`src/soc_pkg.sv`:
```
`default_nettype none

package soc_pkg;

    typedef logic [31:0] addr_t;
    typedef logic [31:0] data_t;
    typedef logic [3:0]  strb_t;
    typedef logic [1:0]  resp_t;
    typedef logic [7:0]  byte_t;

    localparam resp_t RESP_OKAY   = 2'd0;
    localparam resp_t RESP_DECERR = 2'd3;

    // address map
    localparam addr_t SRAM_BASE      = 32'h8000_0000;
    localparam int    SRAM_WORDS     = 256;
    localparam addr_t UART_DATA_ADDR = 32'ha000_03f8;
    localparam addr_t UART_STAT_ADDR = 32'ha000_03fc;

    // uart line and fifo
    localparam int UART_CLKS_PER_BIT = 8;
    localparam int UART_FIFO_DEPTH   = 4;

    typedef logic [$clog2(SRAM_WORDS)-1:0]        sram_idx_t;
    typedef logic [$clog2(UART_CLKS_PER_BIT)-1:0] baud_cnt_t;
    typedef logic [$clog2(UART_FIFO_DEPTH)-1:0]   fifo_ptr_t;
    typedef logic [$clog2(UART_FIFO_DEPTH):0]     fifo_cnt_t;

    // everything a master drives
    typedef struct packed {
        addr_t awaddr;
        logic  awvalid;
        data_t wdata;
        strb_t wstrb;
        logic  wvalid;
        logic  bready;
        addr_t araddr;
        logic  arvalid;
        logic  rready;
    } axi_req_t;

    // everything a slave drives
    typedef struct packed {
        logic  awready;
        logic  wready;
        logic  bvalid;
        resp_t bresp;
        logic  arready;
        logic  rvalid;
        data_t rdata;
        resp_t rresp;
    } axi_rsp_t;

endpackage

`default_nettype wire

```
`src/uart_slave.sv`:
```
`timescale 1ns/1ps
`default_nettype none

module uart_slave (
    input  wire                    clk,
    input  wire                    rst,
    input  wire soc_pkg::axi_req_t req,
    output soc_pkg::axi_rsp_t      rsp,
    output soc_pkg::byte_t         tx_data,
    output logic                   tx_valid,
    input  wire                    tx_ready,
    input  wire                    tx_busy
);

    import soc_pkg::*;

    logic      awready;
    logic      wready;
    logic      aw_hand;
    logic      w_hand;
    logic      bvalid;
    addr_t     waddr;
    byte_t     wbyte;
    logic      arready;
    logic      rvalid;
    data_t     rdata;
    byte_t     fifo_mem [UART_FIFO_DEPTH];
    fifo_ptr_t wr_ptr;
    fifo_ptr_t rd_ptr;
    fifo_cnt_t count;
    logic      is_data;
    logic      room;
    logic      join_ok;
    logic      push;
    logic      pop;

    assign is_data = (waddr == UART_DATA_ADDR);
    assign room    = (count != fifo_cnt_t'(UART_FIFO_DEPTH));
    // status writes never wait for fifo room
    assign join_ok = aw_hand & w_hand & (room | ~is_data);
    assign push    = join_ok & is_data;
    assign pop     = tx_valid & tx_ready;

    assign tx_valid = (count != '0);
    assign tx_data  = fifo_mem[rd_ptr];

    // aw and w held apart until both arrived, ready again after b
    always_ff @(posedge clk) begin
        if (rst) begin
            awready <= 1'b1;
            wready  <= 1'b1;
            aw_hand <= 1'b0;
            w_hand  <= 1'b0;
            bvalid  <= 1'b0;
        end else begin
            if (req.awvalid && awready) begin
                awready <= 1'b0;
                aw_hand <= 1'b1;
                waddr   <= req.awaddr;
            end
            if (req.wvalid && wready) begin
                wready <= 1'b0;
                w_hand <= 1'b1;
                wbyte  <= req.wdata[7:0];
            end
            if (join_ok) begin
                aw_hand <= 1'b0;
                w_hand  <= 1'b0;
                bvalid  <= 1'b1;
            end else if (bvalid && req.bready) begin
                bvalid  <= 1'b0;
                awready <= 1'b1;
                wready  <= 1'b1;
            end
        end
    end

    always_ff @(posedge clk) begin
        if (push) begin
            fifo_mem[wr_ptr] <= wbyte;
        end
    end

    always_ff @(posedge clk) begin
        if (rst) begin
            wr_ptr <= '0;
            rd_ptr <= '0;
            count  <= '0;
        end else begin
            if (push) begin
                wr_ptr <= wr_ptr + 1'b1;
            end
            if (pop) begin
                rd_ptr <= rd_ptr + 1'b1;
            end
            case ({push, pop})
                2'b10:   count <= count + 1'b1;
                2'b01:   count <= count - 1'b1;
                default: count <= count;
            endcase
        end
    end

    // status is busy flag over fifo count, data reads as zero
    always_ff @(posedge clk) begin
        if (rst) begin
            arready <= 1'b1;
            rvalid  <= 1'b0;
        end else if (req.arvalid && arready) begin
            arready <= 1'b0;
            rvalid  <= 1'b1;
            rdata   <= (req.araddr == UART_STAT_ADDR) ? data_t'({tx_busy, count}) : '0;
        end else if (rvalid && req.rready) begin
            arready <= 1'b1;
            rvalid  <= 1'b0;
        end
    end

    always_comb begin
        rsp         = '0;
        rsp.awready = awready;
        rsp.wready  = wready;
        rsp.bvalid  = bvalid;
        rsp.bresp   = RESP_OKAY;
        rsp.arready = arready;
        rsp.rvalid  = rvalid;
        rsp.rdata   = rdata;
        rsp.rresp   = RESP_OKAY;
    end

endmodule

`default_nettype wire

```
`config.mk`:
```
export PLATFORM = sky130hd
export DESIGN_NAME = uart_slave
export DESIGN_NICKNAME = d
export VERILOG_FILES = /design/src/soc_pkg.sv /design/src/uart_slave.sv
export SDC_FILE = /design/constraint.sdc
export NUM_CORES = 1
export LEC_CHECK = 0
export ABC_AREA = 1
export BUFFER_PORTS_ARGS = -buffer_cell sky130_fd_sc_hd__buf_2
export CELL_PAD_IN_SITES_DETAIL_PLACEMENT = 0
export CELL_PAD_IN_SITES_GLOBAL_PLACEMENT = 2
export CORE_MARGIN = 10
export CORE_UTILIZATION = 30
export CTS_BUF_LIST = sky130_fd_sc_hd__clkbuf_8
export DETAILED_ROUTE_END_ITERATION = 10
export HOLD_SLACK_MARGIN = 0.05
export PLACE_DENSITY = 0.82
export SETUP_SLACK_MARGIN = 0.5
export SLEW_MARGIN = 5
export SYNTH_ARGS = -nofsm -noshare
export SYNTH_HDL_FRONTEND = slang
export SYNTH_SLANG_ARGS = --single-unit
```
`constraint.sdc`:
```
create_clock -name clk -period 2.6 [get_ports clk]
set_input_delay 0.39 -clock clk [delete_from_list [all_inputs] [get_ports clk]]
set_output_delay 0.39 -clock clk [all_outputs]
set_load 0.03 [all_outputs]
```
* After elaboration in Yosys (flattened, before gate mapping)
Memory sizes are Yosys's and may differ from the RTL's. A register that Yosys moved wholly into a read port is not among the register bits.
Cells that the tools add are included.
** Storage, ports and cells
- Memories :: 1
- Logic and storage cells :: 61
- Output and inout bits :: 50
- Register bits after elaboration :: 86
- Memory bits (writable) :: 32
** Operators by class
- Muxes and demuxes :: 17
- Bitwise gates (word level) :: 7
- Reductions and logical operators :: 13
- Equal/unequal tests :: 5
- $add $sub $neg :: 4
** Memory list
- fifo_mem :: depth 4, width 8, rd ports 1, clocked after Yosys merged registers in 1, wr ports 1, line uart_slave.sv:27 : byte_t fifo_mem [UART_FIFO_DEPTH];
** Operators by type and width (count)
- $eq 32x32->1 const B :: 2
- $mux 1 :: 14
- $pmux 3 s2 :: 1
- $reduce_and 2->1 :: 3
- $reduce_bool 2->1 :: 3
- $logic_and 1x1->1 :: 5
- $add 2x1->2 const B :: 2
- $and 1x1->1 :: 4
- $mux 2 :: 2
- $add 3x1->3 const B :: 1
- $ne 3x3->1 const B :: 1
- $reduce_bool 3->1 :: 1
- $sub 3x1->3 const B :: 1
- $eq 2x1->1 const B :: 1
- $eq 2x2->1 const B :: 1
- $not 1->1 :: 2
- $reduce_or 2->1 :: 1
- $or 1x1->1 :: 1

* Longest topological paths before layout
- Word-level depth :: 7
- Depth in mapped cells :: 14

* Worst setup path before layout
Ideal clock, no wire load.
- Path kind :: input -> register
- Start point :: input port req[72] (netlist bit)
- End point :: register waddr[0] (enable)
- Arrival :: 1.798 ns
- Data required time :: 2.179 ns
- Slack :: 0.381 ns
- Cell stages on the path :: 2
- Buffers on the path :: 0
- Path through :: nand2_1 nor2_1
** On the way
- Word-level cells in the longest chain between the ends :: 2
** Ends and longest elaborated chain
- start: declaration :: line uart_slave.sv:7 : input wire soc_pkg::axi_req_t req,
- $logic_and 1x1->1 :: line uart_slave.sv:56 : if (req.awvalid && awready) begin
- $reduce_and 2->1 (no source line)
- end signal: assignment :: line uart_slave.sv:59 : waddr <= req.awaddr;
- end: declaration :: line uart_slave.sv:22 : addr_t waddr;
No other way between the ends.
A chain may end at the register's enable or synchronous reset.

==> impl_metrics.py <==
metrics = {
    "global_routing": {
        "grt_pass1_wl_mm": 12.9,
        "overflow": 0,
        "grt_start_max_net_pins": 33,
        "grt_pass1_vias": 2708,
        "grt_usage_pct": 9.10,
        "grt_antenna_before_repair": 0,
    },
    "timing": {
        "finalHoldViolCount": 0,
        "holdWs_ns": 0.186,
        "clock_skew_ns": 0.0140,
        "fmax_mhz": 509,
        "drv_slew": 0,
        "setup_tns_ns": 0,
        "finalSetupViolations": 0,
        "period_share_pct": 75.5,
        "finalCriticalPeriod_ns": 1.96,
        "rsz0062_at_grt": "true",
    },
    "critical_path": {
        "worstSetupStartpointType": "flip-flop",
        "cp.arrival_ns": 1.57,
        "crit_fanout": 18,
        "end_kind": "output port",
        "worstSetupPathType": "flip-flop to output port",
        "required_ns": 2.21,
    },
    "status": {
        "outcome": "completed",
    },
    "run": {
        "maxCapViolations": 0,
    },
    "clock_network": {
        "path_clk_slew_ns": 0.10,
        "cts_buffer_depth": 2,
        "insertion_delay_ns": 0.37,
        "cts_buffers": 9,
        "root_buffer": "clkbuf_8",
        "cts_sinks": 92,
        "tritoncts": "yes",
        "cts_max_level": 3,
    },
    "yosys": {
        "ys_ff_latch": 92,
        "yosysSeqAreaShare_pct": 66.6,
        "yosys_warnings": 0,
        "synth_cells": 354,
        "synth.avg_cell_area_sq_um": 11.0,
        "syn_area_sq_um": 3910,
        "synth.distinct_cells": 23,
    },
    "placement": {
        "port_buffers": 98,
        "place_congestion": 0.730,
        "dp_hpwl_mm": 6.19,
    },
    "cells_and_area": {
        "regArea_sq_um": 2600,
        "layout_commonest_cell": "buf_2",
        "layout_common_cells": "buf_2 (98), edfxtp_1 (76), nor2_1 (64)",
        "multiInputGateArea_sq_um": 991,
        "area_growth_pct": 21.0,
        "fillers": 1263,
        "final_layout_size_suffix_gt1_share_pct": 28.7,
        "final_nets": 580,
        "n_antenna_cell": 0,
    },
    "pwr": {
        "peakVddDrop_mv": 0.383,
        "power_leakage_nw": 1.92,
        "powerDensity_nw_per_um2": 586,
    },
    "drt": {
        "drcViolationCount": 0,
        "vias_per_cell": 4.05,
        "finalWirelength_mm": 8.16,
        "vias": 2603,
        "wl_per_cell_um": 12.7,
        "postRouteAntennaNets": 0,
        "drtIter0Drc": 110,
        "drtPass1Iterations": 4,
    },
    "floorplanning": {
        "start_util_pct": 30.8,
        "fp-row-count": 41,
        "die_w_um": 134,
        "top_level_ports": 159,
        "core_sq_um": 12700,
        "die_area_sq_um": 18000,
        "fp.dieH_um": 134,
    },
    "hold_path": {
        "hold_path_class": "primary input to flip-flop",
    },
}
metrics by stage:
step,cell area (sq um),total power (W),utilization (%),worst slack (ns),std cells
floorplan,4030,0.00185,-,0.626,385
global placement,4500,0.00189,35.5,0.464,623
detailed placement,4500,0.00189,35.5,0.429,623
CTS,4710,0.00282,37.2,0.532,641
global route,4730,0.00290,37.3,0.456,642
finish,4730,0.00277,37.3,0.637,642
final cells by class:
class | instances | share of cell area (%)
Clock buffer | 9 | 2.62
Clock inverter | 7 | 1.46
Inverter | 41 | 3.33
Multi-Input combinational cell | 213 | 21.0
Sequential cell | 92 | 55.0
Tap cell | 172 | 4.55
Timing Repair Buffer | 107 | 11.9
Timing Repair inverter | 1 | 0.159
worst paths after layout:
check / from / end / slack [ns] / depth (start not counted)
worst max-delay path: flip-flop / tx_data[6] / 0.64 / 5
worst min-delay path: req[40] / wbyte[0] / 0.19 / 1
worst max register to register: count[2] / count[2] / 0.65 / 11
worst min register to register: rd_ptr[1] / flip-flop / 0.48 / 2
synth_stat cells (all sizes together):
library cell / instances / area [sq um]
a21oi: 10 / 50.1
buf: 39 / 288
inv: 40 / 150
dfxtp: 16 / 320
nor4: 6 / 37.5
ha: 5 / 62.6
conb: 1 / 3.75
a211o: 1 / 8.76
nand2: 47 / 181
nand3: 7 / 40.0
fa: 1 / 20.0
o21ai: 21 / 105
nor3: 2 / 10.0
edfxtp: 76 / 2280
o22ai: 8 / 50.1
o31ai: 1 / 7.51
clkinv: 1 / 3.75
nor2: 68 / 260
nand4: 4 / 25.0
report_power, final:
group | leakage [nW] | internal, W | switching (W)
registers | 0.823 | 0.00163 | 0.0000200
logic | 1.00 | 0.0000663 | 0.000141
clock network | 0.0968 | 0.000373 | 0.000540
total | 1.92 | 0.00207 | 0.000700
worst max-delay path: stages (launching register included):
cell and delay (ns):
dfxtp_1 0.34, buf_6 0.19, clkinvlp_4 0.20, o21ai_0 0.20
o22ai_1 0.10, buf_2 0.19
registers in the layout, summed over array words and instances, names as in the netlist, 2 cells and up, named ones only:
signal / flops
wbyte: 8
wr_ptr: 2
fifo_mem: 32
count: 3
rdata: 4
rd_ptr: 2
waddr: 32
timing repair:
item	4_1_cts	5_1_grt
gates resized for setup	3	9
gates cloned	1	0
endpoints found under the setup margin	10	8
hold buffers	0	0
buffers inserted	1	1
pin swaps	1	8
kinds of logic after synthesis:
family	synth area share [%]
AO/OA/AOI/OAI	5.67
AND/OR/NAND/NOR	14.2
buffers and inverters	11.3
adder cells (fa/ha/maj)	2.11
other	0.0960
flip-flops	66.6
metal layers:
layer	vias to the layer above	part of all wire (%)	GRT usage [%]	wire, um
met1	1159	40	9.48	3270
met4	0	1.6	4.53	132
li1	1340	-	-	-
met3	9	8.7	3.92	714
met2	95	50	15.4	4050
met5	-	0	0	0
Note: power is estimated with default switching activity, not from simulation.
