### src/soc_pkg.sv
`default_nettype none

package soc_pkg;

    typedef logic [31:0] addr_t;
    typedef logic [31:0] data_t;
    typedef logic [3:0]  strb_t;
    typedef logic [1:0]  resp_t;
    typedef logic [7:0]  byte_t;

    localparam resp_t RESP_OKAY   = 2'd0;
    localparam resp_t RESP_DECERR = 2'd3;

    // address map
    localparam addr_t SRAM_BASE      = 32'h8000_0000;
    localparam int    SRAM_WORDS     = 256;
    localparam addr_t UART_DATA_ADDR = 32'ha000_03f8;
    localparam addr_t UART_STAT_ADDR = 32'ha000_03fc;

    // uart line and fifo
    localparam int UART_CLKS_PER_BIT = 8;
    localparam int UART_FIFO_DEPTH   = 4;

    typedef logic [$clog2(SRAM_WORDS)-1:0]        sram_idx_t;
    typedef logic [$clog2(UART_CLKS_PER_BIT)-1:0] baud_cnt_t;
    typedef logic [$clog2(UART_FIFO_DEPTH)-1:0]   fifo_ptr_t;
    typedef logic [$clog2(UART_FIFO_DEPTH):0]     fifo_cnt_t;

    // everything a master drives
    typedef struct packed {
        addr_t awaddr;
        logic  awvalid;
        data_t wdata;
        strb_t wstrb;
        logic  wvalid;
        logic  bready;
        addr_t araddr;
        logic  arvalid;
        logic  rready;
    } axi_req_t;

    // everything a slave drives
    typedef struct packed {
        logic  awready;
        logic  wready;
        logic  bvalid;
        resp_t bresp;
        logic  arready;
        logic  rvalid;
        data_t rdata;
        resp_t rresp;
    } axi_rsp_t;

endpackage

`default_nettype wire

### src/bus_arbiter.sv
`timescale 1ns/1ps
`default_nettype none

module bus_arbiter (
    input  wire                 clk,
    input  wire                 rst,
    input  wire soc_pkg::axi_req_t ifu_req,
    output soc_pkg::axi_rsp_t   ifu_rsp,
    input  wire soc_pkg::axi_req_t lsu_req,
    output soc_pkg::axi_rsp_t   lsu_rsp,
    output soc_pkg::axi_req_t   bus_req,
    input  wire soc_pkg::axi_rsp_t bus_rsp
);

    import soc_pkg::*;

    typedef enum logic [1:0] {
        ARB_IDLE,
        ARB_IFU,
        ARB_LSU
    } arb_state_t;

    arb_state_t state;
    logic       last_lsu;
    logic       ifu_want;
    logic       lsu_want;
    logic       done;

    // a master wants the bus as soon as it shows an address
    assign ifu_want = ifu_req.arvalid | ifu_req.awvalid;
    assign lsu_want = lsu_req.arvalid | lsu_req.awvalid;

    assign done = (bus_rsp.bvalid & bus_req.bready) | (bus_rsp.rvalid & bus_req.rready);

    always_ff @(posedge clk) begin
        if (rst) begin
            state    <= ARB_IDLE;
            last_lsu <= 1'b0;
        end else begin
            case (state)
                ARB_IDLE: begin
                    // on a tie the master not served last wins
                    if (ifu_want && (!lsu_want || last_lsu)) begin
                        state    <= ARB_IFU;
                        last_lsu <= 1'b0;
                    end else if (lsu_want) begin
                        state    <= ARB_LSU;
                        last_lsu <= 1'b1;
                    end
                end
                default: begin
                    if (done) begin
                        state <= ARB_IDLE;
                    end
                end
            endcase
        end
    end

    // only the owner sees the bus
    always_comb begin
        bus_req = '0;
        ifu_rsp = '0;
        lsu_rsp = '0;
        case (state)
            ARB_IFU: begin
                bus_req = ifu_req;
                ifu_rsp = bus_rsp;
            end
            ARB_LSU: begin
                bus_req = lsu_req;
                lsu_rsp = bus_rsp;
            end
            default: begin
            end
        endcase
    end

endmodule

`default_nettype wire

### config.mk
export PLATFORM = sky130hd
export DESIGN_NAME = bus_arbiter
export DESIGN_NICKNAME = d
export VERILOG_FILES = /design/src/soc_pkg.sv /design/src/bus_arbiter.sv
export SDC_FILE = /design/constraint.sdc
export NUM_CORES = 1
export LEC_CHECK = 0
export ABC_CLOCK_PERIOD_IN_PS = 2700
export BUFFER_PORTS_ARGS = -buffer_cell sky130_fd_sc_hd__buf_2
export CAP_MARGIN = 20
export CORE_AREA = 2 2 173 175
export CTS_BUF_LIST = sky130_fd_sc_hd__clkbuf_16
export DETAILED_ROUTE_END_ITERATION = 16
export DIE_AREA = 0 0 175 177
export GPL_ROUTABILITY_DRIVEN = 0
export PLACE_DENSITY_LB_ADDON = 0.08
export SYNTH_ARGS = -nofsm -noshare
export SYNTH_HDL_FRONTEND = slang
export SYNTH_SLANG_ARGS = --single-unit
### constraint.sdc
create_clock -name clk -period 2.7 [get_ports clk]
set_clock_uncertainty 0.15 [all_clocks]
set_input_delay 0.135 -clock clk [delete_from_list [all_inputs] [get_ports clk]]
set_output_delay 0.135 -clock clk [all_outputs]
set_load 0.005 [all_outputs]
== Yosys cells after proc, flatten, opt, wreduce, memory -nomap -nowiden ==
Cells that the tools add are included.
W data, S select, Z words.

* Bits in registers: 3
* Bits in latches: 0
* Memory bits (writable): 0
* Bits in read-only memories: 0
* Input bits: 253
* Output and inout port bits: 187
* Logic and storage cells: 27
* Memories: 0

* Add/subtract/negate cells: 0
* $mul: 0
* Divide/modulo/power cells: 0
* Order comparisons: 0
* Eq/ne operators: 3
* Shift-type cells: 0
* Multiplexer cells: 9
* Bitwise operators: 5
* Reductions and logical operators: 8

{| class="wikitable"
|+ Operators with widths
! cell !! number
|-
| $pmux W105 S2 || 1
|-
| $mux W41 || 2
|-
| $mux W2 || 4
|-
| $reduce_and A2 Y1 || 2
|-
| $reduce_bool A2 Y1 || 2
|-
| $ne A3 B3 Y1 const B || 1
|-
| $or A1 B1 Y1 || 3
|-
| $and A1 B1 Y1 || 2
|-
| $eq A2 B1 Y1 const B || 1
|-
| $eq A2 B2 Y1 const B || 1
|-
| $logic_not A2 Y1 || 1
|-
| $mux W1 || 2
|-
| $logic_and A1 B1 Y1 || 1
|-
| $logic_not A1 Y1 || 1
|-
| $logic_or A1 B1 Y1 || 1
|}

== Depth between registers and ports, before layout ==
Gate-level depths: netlist (run 1).

* Word-level depth: 6
* Mapped depth: 6
* Mapped depth without buffers: 5

== Worst setup path after synthesis (run 1) ==
No wires, ideal clock.

* Path type: reg2out
* Start point: register state[0]
* End point: output port bus_req[46] in the netlist's numbering
* Arrival time: 1217 ps
* Data required time: 2415 ps
* Slack: 1198 ps
* Stages on the path, launching flop included: 6
* Buffers on the path: 2
* Cell sequence: dfxtp_1 inv_1 ha_1 buf_2 buf_2 nor2b_1

{| class="wikitable"
|+ RTL lines
! element !! line !! RTL
|-
| start, declared || bus_arbiter.sv:23 || <nowiki>arb_state_t state;</nowiki>
|-
| start signal, assigned || bus_arbiter.sv:37 || <nowiki>state <= ARB_IDLE;</nowiki>
|-
| start signal, assigned || bus_arbiter.sv:44 || <nowiki>state <= ARB_IFU;</nowiki>
|-
| start signal, assigned || bus_arbiter.sv:47 || <nowiki>state <= ARB_LSU;</nowiki>
|-
| end, declared || bus_arbiter.sv:11 || <nowiki>output soc_pkg::axi_req_t bus_req,</nowiki>
|}

==> metrics.txt, run 1 <==
fin nets 1025; All-Layer GR Usage 0.09774; period utilisation layout 0.8104; final setup fails 0; Peak VDD IR 0.0002093 V; worst hold margin 185.4 ps; crit path kind flop to primary output; pwr dens 433.2 nW/um^2; max_slew headroom 0.7465; status complete, no violations; port bufs 439; Syn Nets 615; Fmax achieved 457.0 MHz; worst-margin pin slew 380.2 ps; register bit total from synthesis 3; row cnt 63; Synth-to-Final Area Change 113.7%; final hold vios 0; HPWL after DPL 13.83 mm; CP arrival 1900 ps; vias in the first global route 3905; Setup Fix Bufs, Post-CTS 0; sequential-to-total area share from yosys stat 0.02503; P_int 1.202 mW; initial core utilization 0.08206; Post-synth top flop dfxtp_1; layout cell share with drive strength beyond 1 0.5938; Clock Path Buffers 2; Worst Path Max Fanout 38; antenna viol nets, final 0; TritonCTS buffer count 3; DR DRC count 0; delay of the slowest critical-path stage 540 ps; cell taking the most area after synthesis a22oi_1; CTS clock-pin slew for the worst setup and hold paths 30 ps; Yosys warnings 0; asr flop ratio synth 0; share of the synthesized area in the top cell type 0.3222; synth top area cells a22oi_1, nor2b_1, and2_1; overall die area 30980 um^2; Net Sw Power 1.020 mW; area of the core 29240 um^2; Final Max Tran Viols 0; Cell Count, Final, Fillers Out 1158; num ports 440; crit-path cells inv_1 > ha_4 > buf_4 > nor2b_1 > buf_2; Leak 2.731 nW; Comb pwr share 0.866; most frequent cells in the layout buf_2, nor2b_1, a22oi_1; DIE WIDTH 175 um; CTS Sinks 3; fill count 3432; number of flops mapped to enable cells by yosys 0; Diodes inserted 0; RSZ-0062 raised after global routing false; Tmin final 2188 ps; first-pass GRT wire length 23.69 mm; syn_area_per_cell 6.685 um^2; Root Buffer clkbuf_16; DR pass1 iterations 4; Routed WL 16.82 mm; GRT overflow 0; Synth Instances 359; Placed Instances 1153; Clock power frac 0.104; clk_lat worst skew 220 ps; via count 4171; power share of the sequential group 0.030; setup_tns 0 ps; Synth cell types 22; initial antenna violation count 0; pin count of the biggest net entering global routing 70; commonest non-fill, non-tap cell in the layout buf_2; Max-Cap Viols 0; Vias/cell 3.602; CTS tree built; routed len/inst 14.52 um; CP startpoint kind flop; 1st-iter DRT viols 137; Req. time, crit path 2410 ps; H-tree levels 1; Die Span Y 177 um; hold crit path type input port to flop; type of element capturing the critical path primary output; slowest cell on the critical path ha_4; switching share of power 0.4591; mapped cell area 2400 um^2
-- flip-flops by register name, summed over array words and instances (netlist names) --
name and flops:
state 2, last_lsu 1
-- cells by family (layout without fill, tap and decap cells) --
logic type	after synthesis	count (layout)	share of synthesized area
AO/OA/AOI/OAI	113	113	0.3618
adder cells (fa/ha/maj)	3	3	0.01564
buffers and inverters	45	454	0.08864
flip-flops	3	3	0.02503
AND/OR/NAND/NOR	195	195	0.5089
-- routing by layer --
metal,global-route usage,up-vias,routed length (um)
li1,-,2082,-
met1,0.1068,1864,6099
met2,0.1947,219,9194
met3,0.02019,6,1373
met4,0.01563,0,148
met5,0,-,0
-- per-stage QoR --
step,util,area (um^2),setup WS [ps],total power [mW]
2_1_floorplan,-,2400,1198,1.146
3_3_place_gp,0.1723,5040,661.5,2.091
3_5_place_dp,0.1723,5040,702.6,2.044
4_1_cts,0.1754,5129,458.1,2.286
5_1_grt,0.1754,5129,310.4,2.466
6_report,0.1754,5129,511.8,2.222
-- worst paths after layout --
kind / start / endpoint / slack [ps] / cells past startpoint
setup / recovery: state[0] / bus_req[101] / 510 / 5
hold / removal: ifu_req[1] / last_lsu / 190 / 4
hold reg to reg: last_lsu / last_lsu / 340 / 2
setup reg to reg: state[0] / state[0] / 790 / 5
-- repair_timing --
action,CTS,global route
endpoints found under the hold margin,1,0
hold buffers,1,0
resized for setup,0,0
setup endpoints to repair,0,0
-- power by group through the flow --
stage / Combinational (mW) / Sequential (mW) / Clock, mW
after floorplan: 1.09 / 0.0610 / 0
after CTS: 1.98 / 0.0656 / 0.236
final: 1.92 / 0.0657 / 0.232
after global placement: 2.03 / 0.0657 / 0
after detailed placement: 1.98 / 0.0654 / 0
after global routing: 2.16 / 0.0673 / 0.243
-- layout make-up --
cell class                      count  area [um^2]  area share
Sequential cell                     3        60.06     0.01171
Tap cell                          390        488.0     0.09515
Clock buffer                        3        75.07     0.01464
Timing Repair Buffer              448         2330      0.4543
Inverter                            2        7.507    0.001464
Multi-Input combinational cell    311         2165      0.4221
Clock inverter                      1        3.754   0.0007319
-- worst max-delay path: cells and delay by family, from the launching register on --
| kind | cells | cell delay (ps) |
|---|---|---|
| buffers and inverters | 3 | 570 |
| adders and majority gates | 1 | 540 |
| DFF | 1 | 370 |
| and+or+nand+nor | 1 | 170 |
-- synth_stat cells, drive strengths merged (2+ instances only) --
cell type,number
a22oi,105
o31ai,2
ha,3
buf,30
o21ai,2
and2,82
clkbuf,13
dfxtp,3
nor2b,106
inv,2
nand3b,3
(Power assumes the default switching activity.)
==> run 2: changes to the inputs <==
Settings changed: ABC_AREA from default to 1, ABC_CLOCK_PERIOD_IN_PS 2700 to 2000.
Clock period 2.7 ns to 2 ns, I/O delays scaled along.
==> run 2 against run 1 <==
Compared with the run above: wire length up 5.6%; clock-buffer cell count unchanged; worst hold slack worse by 33 ps; sequential power up 26%; core utilization up 0.65 points; first-iteration DRC count down 41%; global-route usage up 0.28 points.
==> metrics.txt, run 2 <==
first-pass GRT wire length 24.86 mm (+4.9%); 1st-iter DRT viols 81 (-41%); Clock Path Buffers 2 (unchanged); commonest non-fill, non-tap cell in the layout buf_2; pwr dens 453.6 nW/um^2 (+4.7%); cell with the most instances after synthesis nand2_1; Root Buffer clkbuf_16; GRT overflow 0 (unchanged); final setup fails 0 (unchanged); Area after DPL 5055 um^2 (+0.30%); complex-gate fraction of the synthesized area 0.2271 (-0.1347); Fmax achieved 527.2 MHz; Clock power frac 0.130 (+0.026); Vias/cell 3.508 (-2.6%); fin nets 1234 (+20%); Synth-to-Final Area Change 123.4%; Max-Cap Viols 0 (unchanged); asr flop ratio synth 0 (unchanged); Die Span Y 177 um (unchanged); Diodes inserted 0 (unchanged); worst hold margin 152.2 ps (-33.17 ps); mapped cell area 2380 um^2 (-0.83%); setup ws final 103.3 ps (-408.6 ps); overall die area 30980 um^2 (unchanged); sequential-to-total area share from yosys stat 0.02524 (+0.0002105); All-Layer GR Usage 0.1006 (+0.002833); antenna viol nets, final 0 (unchanged); P_int 1.179 mW (-1.9%); cell taking the most area after synthesis nand2_1; simple-gate share of the synthesized area 0.4905 (-0.01833); initial core utilization 0.08138 (-0.0006846); Req. time, crit path 1750 ps (-660 ps); HPWL after DPL 14.45 mm (+4.5%); Placed Instances 1355 (+18%); power share of the sequential group 0.034 (+0.004); Adder-Cell Fraction of Synth Area 0.01577 (+0.0001316); most instantiated cells after synthesis nand2_1, a21oi_1, inv_1, buf_2, buf_6; mux contribution to synthesized area 0 (unchanged); Reg2Reg Launch Point state[0]; Synth cell types 13 (-41%); share of the synthesized area in the top cell type 0.4732 (+0.1510); busiest grt layer met2; Peak VDD IR 0.0003225 V (+54%); most frequent cells in the layout buf_2, nand2_1, a21oi_1; Net Sw Power 1.233 mW (+21%); worst slack at placement 155.3 ps (-547.2 ps); switching share of power 0.5111 (+0.05201); port bufs 439 (unchanged); crit path kind flop to primary output; clk_lat worst skew 220 ps (about the same); DR DRC count 0 (unchanged); setup_tns 0 ps (unchanged); Leak 3.465 nW (+27%); Comb pwr share 0.835 (-0.031); Post-synth top flop dfxtp_1; CTS tree built; CP startpoint kind flop; Syn Nets 808 (+31%); hold crit path type input port to flop; Final Max Tran Viols 0 (unchanged); register bit total from synthesis 3 (unchanged); largest registers state (2), last_lsu (1); xor/xnor share of the synthesized area 0 (unchanged); Yosys warnings 0 (unchanged); Synth Instances 552 (+54%); CP arrival 1650 ps (-250 ps); TritonCTS buffer count 3 (unchanged); fin util 0.1818 (+0.006461); CTS Sinks 3 (unchanged); H-tree levels 1 (unchanged); DR pass1 iterations 4 (unchanged); area of the core 29240 um^2 (unchanged); DIE WIDTH 175 um (unchanged); period utilisation layout 0.9484; Total Power 2.412 mW (+8.6%); met2 Use GR 0.2174 (+0.02273); Routed WL 17.75 mm (+5.6%); main combinational cell family by area after synthesis simple AND/OR/NAND/NOR gates; routed len/inst 12.99 um (-11%); worst-margin pin slew 376.6 ps (-3.574 ps); Worst Path Max Fanout 69 (+82%); GR Layer Usage met3 0.01826 (-0.001933); row cnt 63 (unchanged); status complete, no violations; via count 4795 (+15%); Cell Count, Final, Fillers Out 1367 (+18%); type of element capturing the critical path primary output; synth top area cells nand2_1, a21oi_1, inv_1; initial antenna violation count 0 (unchanged); number of flops mapped to enable cells by yosys 0 (unchanged); met1 Resource Use GR 0.1011 (-0.005670); layout cell share with drive strength beyond 1 0.4944 (-0.09938); max reg flops 2 (unchanged); max_slew headroom 0.7489 (+0.002383); num ports 440 (unchanged); Tmin final 1897 ps; vias in the first global route 4621 (+18%); fin area 5318 um^2 (+3.7%); final hold vios 0 (unchanged); CP startpoint state[1]; Hold Path Origin lsu_req[1]; most flop-heavy register state; CTS clock-pin slew for the worst setup and hold paths 30 ps (about the same); pin count of the biggest net entering global routing 70 (unchanged); syn_area_per_cell 4.311 um^2 (-36%)
-- run 2: cells by family after synthesis --
logic type	count (synthesis)
adders and majority gates	3
and+or+nand+nor	309
buffers and inverters	129
DFF	3
AOI/OAI and AO/OA	108
-- run 2: repair_timing --
item / in CTS / in global routing
resized for setup: 6 / 12
endpoints found under the setup margin: 41 / 103
cloned: 0 / 1
buffers inserted: 0 / 6
pin swaps: 0 / 2
hold buffers: 1 / 0
hold endpoints to repair: 3 / 0
-- run 2: per-layer routing --
| layer | up-vias | share of wire | wire length [um] |
|---|---|---|---|
| li1 | 2491 | - | - |
| met1 | 2055 | 0.35 | 6292 |
| met2 | 245 | 0.57 | 10060 |
| met3 | 4 | 0.076 | 1354 |
| met4 | 0 | 0.0026 | 47 |
| met5 | - | 0 | 0 |
-- run 2: layout make-up --
| class | count | area (um^2) |
|---|---|---|
| Fill cell | 3523 | 23930 |
| Timing Repair Buffer | 464 | 2540 |
| Multi-Input combinational cell | 420 | 1824 |
| Tap cell | 390 | 488.0 |
| Inverter | 86 | 324.1 |
| Clock buffer | 3 | 75.07 |
| Sequential cell | 3 | 62.56 |
| Clock inverter | 1 | 3.754 |
-- run 2: worst max-delay path, cell delays in order (launching register included) --
cell and delay [ps]:
dfxtp_2 350, inv_1 110, ha_4 300, clkinv_2 70, buf_12 200, a21oi_2 190
buf_2 140
-- run 2: path summary, 6_finish.rpt --
path	to	slack, ps	cells after the start
worst max-delay path	bus_req[71]	100	6
worst min-delay path	state[0]	150	6
worst max register to register	state[0]	240	11
worst min register to register	last_lsu	320	2
-- run 2: power groups by stage --
stage	Sequential (mW)	Combinational (mW)	Clock, mW
final	0.0831	2.01	0.314
after global routing	0.0851	2.27	0.327
after CTS	0.0817	1.97	0.320
after detailed placement	0.0822	1.94	0
after global placement	0.0829	1.99	0
after floorplan	0.0779	0.974	0
==> run 3: changes to the inputs <==
Settings changed: BUFFER_PORTS_ARGS -buffer_cell sky130_fd_sc_hd__buf_2 to default, CORE_AREA 2 2 173 175 to 2 2 171 173, DIE_AREA 0 0 175 177 to 0 0 173 175, DONT_BUFFER_PORTS from default to 1.
==> run 3 against run 2 <==
Compared with the run above: via count is 30% lower; maximum frequency hardly changed; first-iteration DRC count rose by 23%; core utilization decreased by 7.6 points; setup slack better by 0.66 ps; design area shrank 44%; sequential share of layout area up 0.87 points; power decreased by 28%; clock power decreased by 2%; clock-buffer cell count stayed put; critical path type unchanged; largest cell class is now multi-input gates; highest routed layer unchanged.
==> metrics.txt, run 3 (synthesis results as in run 2) <==
commonest non-fill, non-tap cell in the layout nand2_1; Area after DPL 2843 um^2 (-44%); layout cell share with drive strength beyond 1 0.05253 (-0.4418); via count 3361 (-30%); GRT overflow 0 (unchanged); final setup fails 0 (unchanged); clk_lat worst skew 220 ps (about the same); most flop-heavy register state; final hold vios 0 (unchanged); fin area 2999 um^2 (-44%); area of the core 28390 um^2 (-2.9%); Tmin final 1896 ps (-0.6570 ps); row cnt 62 (-1.6%); H-tree levels 1 (unchanged); antenna viol nets, final 0 (unchanged); overall die area 30280 um^2 (-2.3%); largest registers state (2), last_lsu (1); Die Span Y 175 um (-1.1%); hold path cells 5 (-1); max_slew headroom 0.7778 (+0.02892); Synth-to-Final Area Change 26.03%; DR DRC count 0 (unchanged); CP startpoint kind flop; Vias/cell 3.661 (+4.4%); Total Power 1.745 mW (-28%); CTS Sinks 3 (unchanged); R2R cell count 10 (-1); setup_tns 0 ps (unchanged); CTS clock-pin slew for the worst setup and hold paths 30 ps (about the same); Final Max Tran Viols 0 (unchanged); Leak 1.427 nW (-59%); Peak VDD IR 0.0003544 V (+9.9%); RSZ-0062 raised after global routing false; CTS tree built; All-Layer GR Usage 0.06845 (-0.03212); CP arrival 1650 ps (about the same); pin count of the biggest net entering global routing 68 (-2.9%); status complete, no violations; hold crit path type input port to flop; worst-margin pin slew 333.3 ps (-43.38 ps); port bufs 0 (-100%); DIE WIDTH 173 um (-1.1%); routed len/inst 13.87 um (+6.8%); num ports 440 (unchanged); fin nets 790 (-36%); 1st-iter DRT viols 100 (+23%); initial antenna violation count 1 (+1); Req. time, crit path 1750 ps (about the same); Routed WL 12.73 mm (-28%); Fmax achieved 527.4 MHz (about the same); Clock Path Buffers 2 (unchanged); Root Buffer clkbuf_16; DR pass1 iterations 4 (unchanged); vias in the first global route 2972 (-36%); TritonCTS buffer count 3 (unchanged); HPWL after DPL 10.42 mm (-28%); Max-Cap Viols 0 (unchanged); first-pass GRT wire length 16.81 mm (-32%); type of element capturing the critical path primary output; most frequent cells in the layout nand2_1, a21oi_1, inv_1; crit path kind flop to primary output; Worst Path Max Fanout 67 (-2.9%); period utilisation layout 0.9480 (about the same); initial core utilization 0.08382 (+0.002442); pwr dens 581.7 nW/um^2 (+28%); max reg flops 2 (unchanged)
## run 3: layer usage
metal  vias up  part of all wire  GRT usage  routed length, um
li1       1603                 -          -                  -
met1      1464              0.33    0.06895               4241
met2       272              0.54     0.1372               6843
met3        22             0.092    0.01110               1167
met4         0             0.037    0.02966                477
met5         -                 0          0                  0
## run 3: worst paths after layout
| path | from | to | slack, ps |
|---|---|---|---|
| max | state[1] | bus_req[51] | 100 |
| min | lsu_req[1] | state[0] | 50 |
| max reg2reg | state[1] | state[1] | 290 |
| min reg2reg | last_lsu | last_lsu | 320 |
## run 3: worst max-delay path, cell delays in order, from the launching register on
cell,delay (ps)
dfxtp_1,380
inv_1,130
ha_4,300
clkinv_2,90
buf_12,180
a21oi_1,270
## run 3: stage by stage
stage | std cells | hold WS (ps) | worst slack [ps] | utilization
finish | 918 | 50.33 | 103.9 | 0.1056
global route | 918 | 100.1 | 10.47 | 0.1056
CTS | 914 | 54.94 | 4.510 | 0.1033
detailed placement | 909 | 22.88 | 242.3 | 0.1001
global placement | 909 | 26.84 | 214.8 | 0.1001
floorplan | 552 | 19.07 | 539.2 | -
## run 3: where the power goes
group / total, mW / internal, mW / switching [mW]
sequential: 0.0832 / 0.0722 / 0.0110
combinational: 1.35 / 0.416 / 0.939
clock: 0.307 / 0.257 / 0.0496
## run 3: layout make-up
class / count / area (um^2)
Fill cell: 3372 / 25390
Multi-Input combinational cell: 420 / 1787
Tap cell: 384 / 480.5
Inverter: 86 / 324.1
Timing Repair Buffer: 20 / 265.3
Clock buffer: 3 / 75.07
Sequential cell: 3 / 61.31
Clock inverter: 1 / 3.754
Antenna cell: 1 / 2.502
## run 3: repair_timing
| action | 4_1_cts | 5_1_grt |
|---|---|---|
| buffers inserted | 0 | 2 |
| gates resized for setup | 0 | 4 |
| endpoints found under the hold margin | 3 | 0 |
| setup endpoints to repair | 0 | 42 |
| hold buffers | 1 | 0 |
