$ cat config.mk
export PLATFORM = sky130hd
export DESIGN_NAME = uart_tx
export DESIGN_NICKNAME = d
export VERILOG_FILES = /design/src/soc_pkg.sv /design/src/uart_tx.sv
export SDC_FILE = /design/constraint.sdc
export NUM_CORES = 1
export LEC_CHECK = 0
export BUFFER_PORTS_ARGS = -buffer_cell sky130_fd_sc_hd__buf_2
export CAP_MARGIN = 20
export CORE_MARGIN = 8
export CORE_UTILIZATION = 53
export DETAILED_ROUTE_END_ITERATION = 10
export HOLD_SLACK_MARGIN = 0.05
export PLACE_DENSITY = 0.74
export RECOVER_POWER = 100
export SLEW_MARGIN = 10
export SYNTH_ARGS = -nofsm -noshare
export SYNTH_HDL_FRONTEND = slang
export SYNTH_SLANG_ARGS = --single-unit
$ cat constraint.sdc
create_clock -name clk -period 2.7 [get_ports clk]
set_input_delay 0.27 -clock clk [delete_from_list [all_inputs] [get_ports clk]]
set_output_delay 0.27 -clock clk [all_outputs]
set_load 0.01 [all_outputs]
$ cat src/soc_pkg.sv
`default_nettype none

package soc_pkg;

    typedef logic [31:0] addr_t;
    typedef logic [31:0] data_t;
    typedef logic [3:0]  strb_t;
    typedef logic [1:0]  resp_t;
    typedef logic [7:0]  byte_t;

    localparam resp_t RESP_OKAY   = 2'd0;
    localparam resp_t RESP_DECERR = 2'd3;

    // address map
    localparam addr_t SRAM_BASE      = 32'h8000_0000;
    localparam int    SRAM_WORDS     = 256;
    localparam addr_t UART_DATA_ADDR = 32'ha000_03f8;
    localparam addr_t UART_STAT_ADDR = 32'ha000_03fc;

    // uart line and fifo
    localparam int UART_CLKS_PER_BIT = 8;
    localparam int UART_FIFO_DEPTH   = 4;

    typedef logic [$clog2(SRAM_WORDS)-1:0]        sram_idx_t;
    typedef logic [$clog2(UART_CLKS_PER_BIT)-1:0] baud_cnt_t;
    typedef logic [$clog2(UART_FIFO_DEPTH)-1:0]   fifo_ptr_t;
    typedef logic [$clog2(UART_FIFO_DEPTH):0]     fifo_cnt_t;

    // everything a master drives
    typedef struct packed {
        addr_t awaddr;
        logic  awvalid;
        data_t wdata;
        strb_t wstrb;
        logic  wvalid;
        logic  bready;
        addr_t araddr;
        logic  arvalid;
        logic  rready;
    } axi_req_t;

    // everything a slave drives
    typedef struct packed {
        logic  awready;
        logic  wready;
        logic  bvalid;
        resp_t bresp;
        logic  arready;
        logic  rvalid;
        data_t rdata;
        resp_t rresp;
    } axi_rsp_t;

endpackage

`default_nettype wire

$ cat src/uart_tx.sv
`timescale 1ns/1ps
`default_nettype none

module uart_tx (
    input  wire                 clk,
    input  wire                 rst,
    input  wire soc_pkg::byte_t tx_data,
    input  wire                 tx_valid,
    output logic                tx_ready,
    output logic                tx_busy,
    output logic                txd
);

    import soc_pkg::*;

    typedef enum logic [1:0] {
        TX_IDLE,
        TX_START,
        TX_DATA,
        TX_STOP
    } tx_state_t;

    tx_state_t  state;
    baud_cnt_t  cnt;
    logic [2:0] bit_idx;
    byte_t      shreg;
    logic       bit_end;

    assign bit_end  = (cnt == baud_cnt_t'(UART_CLKS_PER_BIT - 1));
    assign tx_ready = (state == TX_IDLE);
    assign tx_busy  = (state != TX_IDLE);

    always_ff @(posedge clk) begin
        if (rst) begin
            state   <= TX_IDLE;
            cnt     <= '0;
            bit_idx <= '0;
            txd     <= 1'b1;
        end else begin
            // bit period counter restarts with every line bit
            cnt <= (state == TX_IDLE || bit_end) ? '0 : cnt + 1'b1;
            case (state)
                TX_IDLE: begin
                    if (tx_valid) begin
                        state <= TX_START;
                        shreg <= tx_data;
                        txd   <= 1'b0;
                    end
                end
                TX_START: begin
                    if (bit_end) begin
                        state   <= TX_DATA;
                        bit_idx <= '0;
                        txd     <= shreg[0];
                        shreg   <= shreg >> 1;
                    end
                end
                TX_DATA: begin
                    if (bit_end) begin
                        if (bit_idx == 3'd7) begin
                            state <= TX_STOP;
                            txd   <= 1'b1;
                        end else begin
                            bit_idx <= bit_idx + 1'b1;
                            txd     <= shreg[0];
                            shreg   <= shreg >> 1;
                        end
                    end
                end
                default: begin
                    if (bit_end) begin
                        state <= TX_IDLE;
                    end
                end
            endcase
        end
    end

endmodule

`default_nettype wire

# Word level (Yosys, flattened, before mapping)
# Cells that the tools add are included.
[totals]
ff_bits = 17
in_bits = 11
output_inout_bits = 3
word_cells = 48
[classes]
addsub = 2
n_eq_ne = 9
muxes = 20
bitwise_logic = 1
reduce_logical = 11
[ops]
columns = ["cell", "n"]
rows = [
  ["$mux W8", 4],
  ["$pmux W8 S3", 1],
  ["$mux W2", 5],
  ["$ne A2 B2 Y1 const B", 5],
  ["$mux W3", 3],
  ["$reduce_and A4 Y1", 2],
  ["$add A3 B1 Y3 const B", 2],
  ["$eq A3 B3 Y1 const B", 2],
  ["$pmux W2 S3", 1],
  ["$pmux W3 S2", 1],
  ["$reduce_and A6 Y1", 1],
  ["$reduce_bool A2 Y1", 3],
  ["$reduce_and A5 Y1", 1],
  ["$mux W1", 4],
  ["$pmux W1 S3", 1],
  ["$reduce_bool A3 Y1", 1],
  ["$eq A2 B1 Y1 const B", 1],
  ["$eq A2 B2 Y1 const B", 1],
  ["$logic_not A2 Y1", 1],
  ["$reduce_or A2 Y1", 1],
  ["$logic_or A1 B1 Y1", 1],
  ["$not A1 Y1", 1],
]

# Logic depth before layout (Yosys ltp)
# Gate-level depths: netlist of the first run.
[depth]
depth_word = 4
ltp_mapped = 6
ltp_nobuf = 6

# Worst setup path after synthesis of the first run
# No wires, ideal clock.
[synth_path]
path_kind = "reg-to-reg"
from = "register state[0]"
to = "register shreg[0] (enable)"
setup_time_ns = 0.386
t_arrival_ns = 1.810
required_time_ns = 2.314
setup_slack_ns = 0.504
stages_incl_launch_ff = 7
path_buffers = 0
synth_period_minus_slack_ns = 2.196
cell_sequence = "dfxtp_1 inv_1 ha_1 nor2b_1 nor2_1 o21ai_0 a211oi_1"
[synth_via]
elab_chain_cells = 3
elab_cells_between_ends = 9
classes_between = "eq/ne (6); reduce/logical (3)"
[synth_rtl]
columns = ["element", "line_no", "source"]
rows = [
  ["start: declaration", "uart_tx.sv:23", "tx_state_t state;"],
  ["start signal: assignment", "uart_tx.sv:35", "state <= TX_IDLE;"],
  ["start signal: assignment", "uart_tx.sv:45", "state <= TX_START;"],
  ["start signal: assignment", "uart_tx.sv:52", "state <= TX_DATA;"],
  ["$logic_not A2 Y1 *", "n/a", ""],
  ["net tx_ready", "uart_tx.sv:9", "output logic tx_ready,"],
  ["$ne A2 B2 Y1 (no line) / $reduce_bool A3 Y1 (equally long branches)", "n/a", ""],
  ["$reduce_and A6 Y1 (no line) *", "n/a", ""],
  ["end signal: assignment", "uart_tx.sv:46", "shreg <= tx_data;"],
  ["end signal: assignment", "uart_tx.sv:55", "shreg <= shreg >> 1;"],
  ["end signal: assignment", "uart_tx.sv:66", "shreg <= shreg >> 1;"],
  ["end: declaration", "uart_tx.sv:26", "byte_t shreg;"],
]
# Mark *: on every way through the listed nets, which the timed path passes. The rest lies on a longest branch.
# A chain may end at the register's enable or synchronous reset.

# Worst setup path after layout of the first run
[layout_path]
from = "register state[0]"
to = "register shreg[0] (enable)"
[layout_via]
elab_chain_cells = 3
elab_cells_between_ends = 9
classes_between = "eq/ne (6); reduce/logical (3)"
[layout_rtl]
columns = ["element", "line_no", "source"]
rows = [
  ["$eq A2 B2 Y1 (tied with other cells)", "uart_tx.sv:42", "case (state)"],
  ["$ne A2 B2 Y1 (no line) / $reduce_bool A3 Y1 (equally long branches)", "n/a", ""],
  ["$reduce_and A6 Y1 (no line) *", "n/a", ""],
]
# Mark *: on every way between the ends. The rest lies on a longest branch, timed or not.

==> flow_summary.toml, run 1 <==
[status]
status = "completed"

[logic_synthesis]
ys_ff_latch = 17
yosysSeqAreaShare_pct = 49.1
avgSynthCellArea_sq_um = 11.7
synth-adder-area-share_pct = 14.6
synth_nets = 94
synth_xor_area_share_pct = 0
syn-cell-area_sq_um = 856
yosysUniqueCellTypes = 25
yosys_warnings = 0
yosys.area_share.simple_pct = 11.5
syn_inst = 73
synth-compound-area-share_pct = 10.4
muxShareOfSynthArea_pct = 11.7
synth_top_family_by_area = "adder cells"

[clocking]
htree_levels = 1
cts_sinks = 17
postCtsHoldBufs = 0
cts_root_buffer = "clkbuf_4"
clk_latency_ns = 0.28
clockBufferDepth = 2
cts_resized = 0
numCtsBuffers = 3
clkSlewWorstSetupHoldPaths_ns = 0.09
cts_tree = "done"
cts_post_setup_buffers_inserted = 0

[timing]
skew_ns = 0.00281
fin_crit_sh_pct = 81.9
layout_setup_ws_ns = 0.490
clock.fmax_ghz = 0.452
fin_hold_ws_ns = 0.264
relSlewSlack_pct = 71.4
rsz0062_at_grt = "no"
hold_viol = 0
tightestPinTransition_ns = 0.429
fin_tns_setup_ns = 0
fin_crit_ns = 2.21
final_max_slew_viol_count = 0
finalSetupViolCount = 0

[floorplanning]
die_h_um = 56.2
rows = 14
coreArea_sq_um = 1510
die_area_sq_um = 3160
initial_core_util_pct = 56.8
ios = 14
die_w_um = 56.2

[critical_path]
path_cells = "inv_1 > ha_1 > nor2b_1 > nor2_1 > o21ai_0 > a211oi_1 > clkbuf_1"
r2r-start = "state[0]"
r2r_cells = 7
cp_data_arrival_time_ns = 2.16
rrSetupSlack_ns = 0.49
worstPathRequired_ns = 2.65
cp_max_fo = 8
rr_endpoint = "shreg[0]"
slowest_delay_ns = 0.43
cpMaxStageDelayCell = "dfxtp_1"
start_kind = "register"
end_kind = "register"
cp_top_family = "buffers and inverters"
crit_buf_inv = 2
worstSetupPathType = "reg2reg"

[finish]
fin_nets = 111
area_growth_pct = 11.7
drive_gt1_share_pct = 23.6
nFillCells = 137
insertedDiodeCount = 0
layout_common_cells = "ha_1, buf_2, dfxtp_1"

[global_routing]
antenna_found_initial = 0
grt.total_usage_pct = 9.88
gr-total-overflow = 0
grt_pass1_vias = 639
grt_pass1_wl_mm = 2.51
grt_max_degree = 13

[routing]
ant_nets = 0
drt-met1-wl_um = 640
totalWireLength_mm = 1.50
dr_wl_met3_um = 68
vias = 600
route.met2.wl_um = 784
drt-vias-per-instance = 5.71
route.detailed.drc = 0
highest_layer = "met4"
drt_iter0_drc = 15
wl_per_cell_um = 14.3
first_pass_iters = 4

[min_path]
min_from = "rst"
hold_path_end = "state[0]"
hp-class = "in2reg"
min_path_cells = 2

[run]
drv_cap = 0

[power_and_ir_drop]
leakage_nw = 0.415
total_power_mw = 0.861
power_density_nw_per_um2 = 901
ir_worst_vdd_mv = 0.536

[place]
io_buffers = 13
gp_congestion = 0.735
place_ws_ns = 0.747
dp_hpwl_mm = 1.16
-- kinds of logic (layout without fill, tap and decap cells) --
| family | count (synthesis) | after routing |
|---|---|---|
| fa+ha+maj | 10 | 10 |
| simple gates | 20 | 20 |
| mux | 9 | 9 |
| buf+inv | 6 | 22 |
| compound gates | 11 | 11 |
| flops | 17 | 17 |
-- routing by layer --
| layer | global-route usage [%] | up-vias |
|---|---|---|
| met3 | 4.11 | 2 |
| met1 | 8.69 | 288 |
| met5 | 0 | - |
| li1 | - | 295 |
| met4 | 6.19 | 0 |
| met2 | 17.9 | 15 |
-- synthesized netlist by cell type --
cell type	instances	area [sq um]
ha_1	10	125
dfxtp_1	9	180
edfxtp_1	8	240
mux2_2	8	90.1
nor2_1	7	26.3
inv_1	4	15.0
nand2_1	4	15.0
a22o_1	2	17.5
and2_1	2	12.5
clkbuf_1	2	7.51
nor2b_1	2	12.5
o21ai_0	2	10.0
a211o_1	1	8.76
a211oi_1	1	7.51
a21boi_0	1	7.51
a21oi_2	1	8.76
a221o_1	1	10.0
mux2i_1	1	10.0
nand2b_1	1	6.26
nand4b_1	1	8.76
nor3_1	1	5.00
nor4_1	1	6.26
o2111a_1	1	11.3
o21a_1	1	7.51
or3_1	1	6.26
-- how the worst max path moves through the flow --
stage | startpoint | endpoint | slack, ns | depth (start not counted)
after floorplan | state[0] | shreg[0] | 0.50 | 6
after global placement | state[0] | shreg[7] | 0.76 | 7
after detailed placement | state[1] | shreg[1] | 0.75 | 7
after CTS | state[1] | shreg[1] | 0.71 | 7
after global routing | state[1] | shreg[0] | 0.33 | 7
final | state[0] | shreg[0] | 0.49 | 7
-- worst register-to-register path: stages, from the launching register on --
cell and delay [ns]:
dfxtp_1 0.43, inv_1 0.11, ha_1 0.30, nor2b_1 0.18, nor2_1 0.13, o21ai_0 0.15
a211oi_1 0.21, clkbuf_1 0.37
-- flip-flops by register name, summed over array words and instances (netlist names) --
register	count
shreg	8
bit_idx	3
cnt	3
state	2
txd	1
-- metrics by stage --
step,cell area (sq um),std cells,util [%]
floorplan,856,73,-
global placement,941,101,62.5
detailed placement,941,101,62.5
CTS,967,105,64.2
global route,956,105,63.5
finish,956,105,63.5
-- final cells by class --
class / count / area, sq um / area share (%)
repair buffers: 14 / 65.1 / 6.81
well taps: 16 / 20.0 / 2.09
clock buffers: 4 / 26.3 / 2.75
flip-flops and latches: 17 / 420 / 44.0
inverters: 4 / 15.0 / 1.57
multi-input cells: 50 / 409 / 42.8
-- power by group --
group          internal (mW)  total (mW)  switching, mW
sequential             0.353       0.386         0.0330
clock                 0.0573       0.132         0.0746
combinational          0.157       0.344          0.187
total                  0.567       0.861          0.295
No activity file was read; power rests on OpenSTA's default activity.
==> run 2, diff against run 1 <==
--- a/config.mk
+++ b/config.mk
@@ -8,10 +8,10 @@
 export BUFFER_PORTS_ARGS = -buffer_cell sky130_fd_sc_hd__buf_2
 export CAP_MARGIN = 20
 export CORE_MARGIN = 8
-export CORE_UTILIZATION = 53
+export CORE_UTILIZATION = 48
 export DETAILED_ROUTE_END_ITERATION = 10
 export HOLD_SLACK_MARGIN = 0.05
-export PLACE_DENSITY = 0.74
+export PLACE_DENSITY = 0.7
 export RECOVER_POWER = 100
 export SLEW_MARGIN = 10
 export SYNTH_ARGS = -nofsm -noshare
==> constraint.sdc (replaced) <==
create_clock -name clk -period 1.8 [get_ports clk]
set_input_delay 0.18 -clock clk [delete_from_list [all_inputs] [get_ports clk]]
set_output_delay 0.18 -clock clk [all_outputs]
set_load 0.01 [all_outputs]
==> flow_summary.toml, run 2 (same netlist as run 1, synthesis figures left out) <==
[timing]
final_max_slew_viol_count = 0
skew_ns = 0.00611
fin_crit_ns = 1.72
clock.fmax_ghz = 0.583
fin_tns_setup_ns = 0
rsz0062_at_grt = "no"
hold_viol = 0
finalSetupViolCount = 0
tightestPinTransition_ns = 0.213
relSlewSlack_pct = 85.7
fin_crit_sh_pct = 95.3

[critical_path]
cp.depth = 7
cp_max_fo = 8
cpMaxStageDelayCell = "dfxtp_4"
end_kind = "register"
crit_buf_inv = 2
worstSetupPathType = "reg2reg"
cp_top_family = "flip-flops"
r2r-start = "state[1]"
path_cells = "inv_1 > ha_4 > nor2b_1 > nor2_2 > o21ai_2 > a211oi_2 > buf_4"
start_kind = "register"
slowest_delay_ns = 0.38
cp-startpoint = "state[1]"
rrSetupSlack_ns = 0.08
cp_data_arrival_time_ns = 1.72
worstPathRequired_ns = 1.80
r2r_cells = 7
endpoint = "shreg[7]"
rr_endpoint = "shreg[7]"

[finish]
utilization_pct = 60.3
insertedDiodeCount = 0
largest-register = "shreg"
largest_register_ffs = 8
nFillCells = 148
fin_nets = 114
area_growth_pct = 20.3
final_cells = 117
final_common_cell = "buf_2"
drive_gt1_share_pct = 39.1
reg_top3 = "shreg: 8 flops, bit_idx: 3 flops, cnt: 3 flops"
layout_common_cells = "buf_2, mux2_2, ha_1, edfxtp_1, dfxtp_1"

[clocking]
postCtsHoldBufs = 0
htree_levels = 1
numCtsBuffers = 3
clockBufferDepth = 2
clkSlewWorstSetupHoldPaths_ns = 0.10
cts_tree = "done"
clk_latency_ns = 0.29
cts_sinks = 17
cts_resized = 0
cts_post_setup_buffers_inserted = 0
cts_root_buffer = "clkbuf_4"

[power_and_ir_drop]
leakage_nw = 0.439
power_density_nw_per_um2 = 1350
p_int_mw = 0.930
power_frac_seq_pct = 41.8
total_power_mw = 1.39
p_comb_share_pct = 43.8
power_frac_clock_pct = 14.4
ir_worst_vdd_mv = 0.723
p_sw_mw = 0.457
p_sw_share_pct = 32.9

[floorplanning]
die_area_sq_um = 3390
rows = 15
coreArea_sq_um = 1710
die_h_um = 58.2
die_w_um = 58.2
ios = 14
initial_core_util_pct = 50.1

[global_routing]
grt_pass1_wl_mm = 2.59
gr-total-overflow = 0
grt_pass1_vias = 628
grt_max_degree = 13
antenna_found_initial = 0
grt.total_usage_pct = 9.85

[routing]
totalWireLength_mm = 1.47
route.detailed.drc = 0
drt-vias-per-instance = 5.00
vias = 585
first_pass_iters = 5
drt_iter0_drc = 8
ant_nets = 0
wl_per_cell_um = 12.5

[place]
io_buffers = 13
gp_congestion = 0.795
dp_cells = 113
dp_hpwl_mm = 1.10

[min_path]
hp-class = "in2reg"
min_from = "rst"

[status]
status = "completed"

[run]
drv_cap = 0
run 2: layout make-up:
type                            count  area (sq um)  area share [%]
Multi-Input combinational cell     50           442            42.9
Inverter                            4          15.0            1.46
Sequential cell                    17           425            41.3
Tap cell                           25          31.3            3.04
Timing Repair Buffer               17          90.1            8.75
Clock buffer                        4          26.3            2.55
run 2: worst min-delay path by stage:
stage               end  cells past startpoint  slack [ns]
4_1_cts        state[0]                      2        0.14
5_1_grt        state[0]                      2        0.15
3_3_place_gp     cnt[0]                      1        0.42
3_5_place_dp     cnt[0]                      1        0.43
6_report       state[0]                      2        0.16
2_1_floorplan  shreg[7]                      1        0.39
run 2: worst register-to-register path, cell delays in order, from the launching register on:
cell      delay (ns)
dfxtp_4         0.38
inv_1           0.08
ha_4            0.19
nor2b_1         0.15
nor2_2          0.15
o21ai_2         0.08
a211oi_2        0.20
buf_4           0.20
run 2: through the flow:
step / setup slack [ns] / cell area (sq um) / hold slack (ns)
6_report: 0.0842 / 1030 / 0.160
5_1_grt: 0.0123 / 1030 / 0.152
4_1_cts: 0.0171 / 1020 / 0.143
3_5_place_dp: 0.0436 / 995 / 0.427
3_3_place_gp: 0.0972 / 995 / 0.416
2_1_floorplan: 0.0132 / 876 / 0.389
run 2: power by group through the flow:
stage               Sequential [mW]  Combinational (mW)  Clock, mW
finish                        0.580               0.607      0.200
floorplan                     0.579               0.447          0
global route                  0.593               0.680      0.226
global placement              0.585               0.609          0
detailed placement            0.589               0.616          0
CTS                           0.580               0.619      0.213
run 2: routing by layer:
metal / share of wire, % / up-vias / GRT usage [%] / wire length (um)
li1: - / 299 / - / -
met1: 47 / 267 / 10.9 / 684
met2: 46 / 14 / 15.8 / 668
met3: 5.4 / 5 / 3.09 / 79
met4: 2.4 / 0 / 6.64 / 35
met5: 0 / - / 0 / 0
==> run 3, diff against run 2 <==
--- a/config.mk
+++ b/config.mk
@@ -7,6 +7,7 @@
 export LEC_CHECK = 0
 export BUFFER_PORTS_ARGS = -buffer_cell sky130_fd_sc_hd__buf_2
 export CAP_MARGIN = 20
+export CORE_ASPECT_RATIO = 1.2
 export CORE_MARGIN = 8
 export CORE_UTILIZATION = 48
 export DETAILED_ROUTE_END_ITERATION = 10
==> flow_summary.toml, run 3 (same netlist as run 1, synthesis figures left out) <==
[status]
status = "completed"

[place]
gp_congestion = 0.766
dp_cells = 105
io_buffers = 13
place_ws_ns = 0.0714
dp_hpwl_mm = 1.09

[timing]
relSlewSlack_pct = 85.3
fin_crit_sh_pct = 95.5
tightestPinTransition_ns = 0.218
final_max_slew_viol_count = 0
clock.fmax_ghz = 0.582
fin_hold_ws_ns = 0.152
layout_setup_ws_ns = 0.0806
rsz0062_at_grt = "yes"
fin_crit_ns = 1.72
finalSetupViolCount = 0
skew_ns = 0.000971
hold_viol = 0

[critical_path]
cp_max_fo = 8
r2r_cells = 6
cp.depth = 6
cp_top_family = "flip-flops"
cp_data_arrival_time_ns = 1.73
rrSetupSlack_ns = 0.08
cpMaxStageDelayCell = "dfxtp_2"
worstSetupPathType = "reg2reg"
path_cells = "inv_2 > ha_1 > nor2_1 > o21ai_1 > a211oi_2 > buf_4"
slowest_delay_ns = 0.39
start_kind = "register"
rr_endpoint = "shreg[0]"
end_kind = "register"
worstPathRequired_ns = 1.81
crit_buf_inv = 2
r2r-start = "state[0]"

[clocking]
clkSlewWorstSetupHoldPaths_ns = 0.09
htree_levels = 1
cts_sinks = 17
clk_latency_ns = 0.29
cts_resized = 0
cts_post_setup_buffers_inserted = 0
cts_root_buffer = "clkbuf_4"
clockBufferDepth = 2
numCtsBuffers = 3
cts_tree = "done"
postCtsHoldBufs = 0

[min_path]
min_path_cells = 2
min_from = "rst"
hp-class = "in2reg"
hold_path_end = "state[0]"

[finish]
largest-register = "shreg"
nFillCells = 141
reg_top3 = "shreg: 8 flops, bit_idx: 3 flops, cnt: 3 flops"
largest_register_ffs = 8
utilization_pct = 60.6
insertedDiodeCount = 0
final_cells = 109
area_growth_pct = 17.7
fin_nets = 113
layout_common_cells = "buf_2, ha_1, mux2_2, edfxtp_1, nor2_1"
final_common_cell = "buf_2"
drive_gt1_share_pct = 36.3

[routing]
wl_per_cell_um = 13.1
drt-vias-per-instance = 5.33
drt_iter0_drc = 18
route.detailed.drc = 0
vias = 581
ant_nets = 0
first_pass_iters = 4
totalWireLength_mm = 1.42

[global_routing]
grt_max_degree = 13
grt.total_usage_pct = 9.51
antenna_found_initial = 0
grt_pass1_wl_mm = 2.43
grt_pass1_vias = 578
gr-total-overflow = 0

[power_and_ir_drop]
ir_worst_vdd_mv = 0.904
power_density_nw_per_um2 = 1350
leakage_nw = 0.441

[floorplanning]
die_area_sq_um = 3400
rows = 16
die_w_um = 54.5
initial_core_util_pct = 51.5
coreArea_sq_um = 1660
die_h_um = 62.3
ios = 14

[run]
drv_cap = 0
==> run 3: cell count changes in the layout (fill, tap and decap cells not counted), sizes merged <==
| cell | before | now |
|---|---|---|
| clkbuf | 6 | 5 |
==> run 3: metal layers <==
metal / wire, um / track usage [%] / up-vias
li1: - / - / 298
met1: 620 / 10.8 / 267
met2: 657 / 13.8 / 12
met3: 96 / 3.81 / 4
met4: 49 / 6.48 / 0
met5: 0 / 0 / -
==> run 3: worst max path at each step <==
stage,slack (ns),from,endpoint
after floorplan,0.01,state[1],shreg[0]
after global placement,0.09,state[1],state[0]
after detailed placement,0.07,state[1],state[0]
after CTS,0.06,state[1],state[0]
after global routing,-0.02,state[0],shreg[6]
final,0.08,state[0],shreg[0]
==> run 3: layout make-up <==
class	instances	area (sq um)	area share, %
clock buffers	4	26.3	2.61
inverters	4	15.0	1.49
multi-input cells	50	430	42.7
flip-flops and latches	17	427	42.4
well taps	18	22.5	2.24
repair buffers	16	86.3	8.57
==> run 3: metrics by stage <==
stage          setup TNS [ns]  cell area [sq um]  total power, mW
2_1_floorplan               0                876             1.03
3_3_place_gp                0                978             1.17
3_5_place_dp                0                978             1.17
4_1_cts                     0               1000             1.38
5_1_grt                -0.172               1010             1.46
6_report                    0               1010             1.36
==> run 3: report_power, final <==
part | switching [mW] | total (mW) | leakage, nW | internal, mW
combinational | 0.282 | 0.577 | 0.276 | 0.295
sequential | 0.0460 | 0.581 | 0.150 | 0.535
clock | 0.116 | 0.203 | 0.0150 | 0.0863
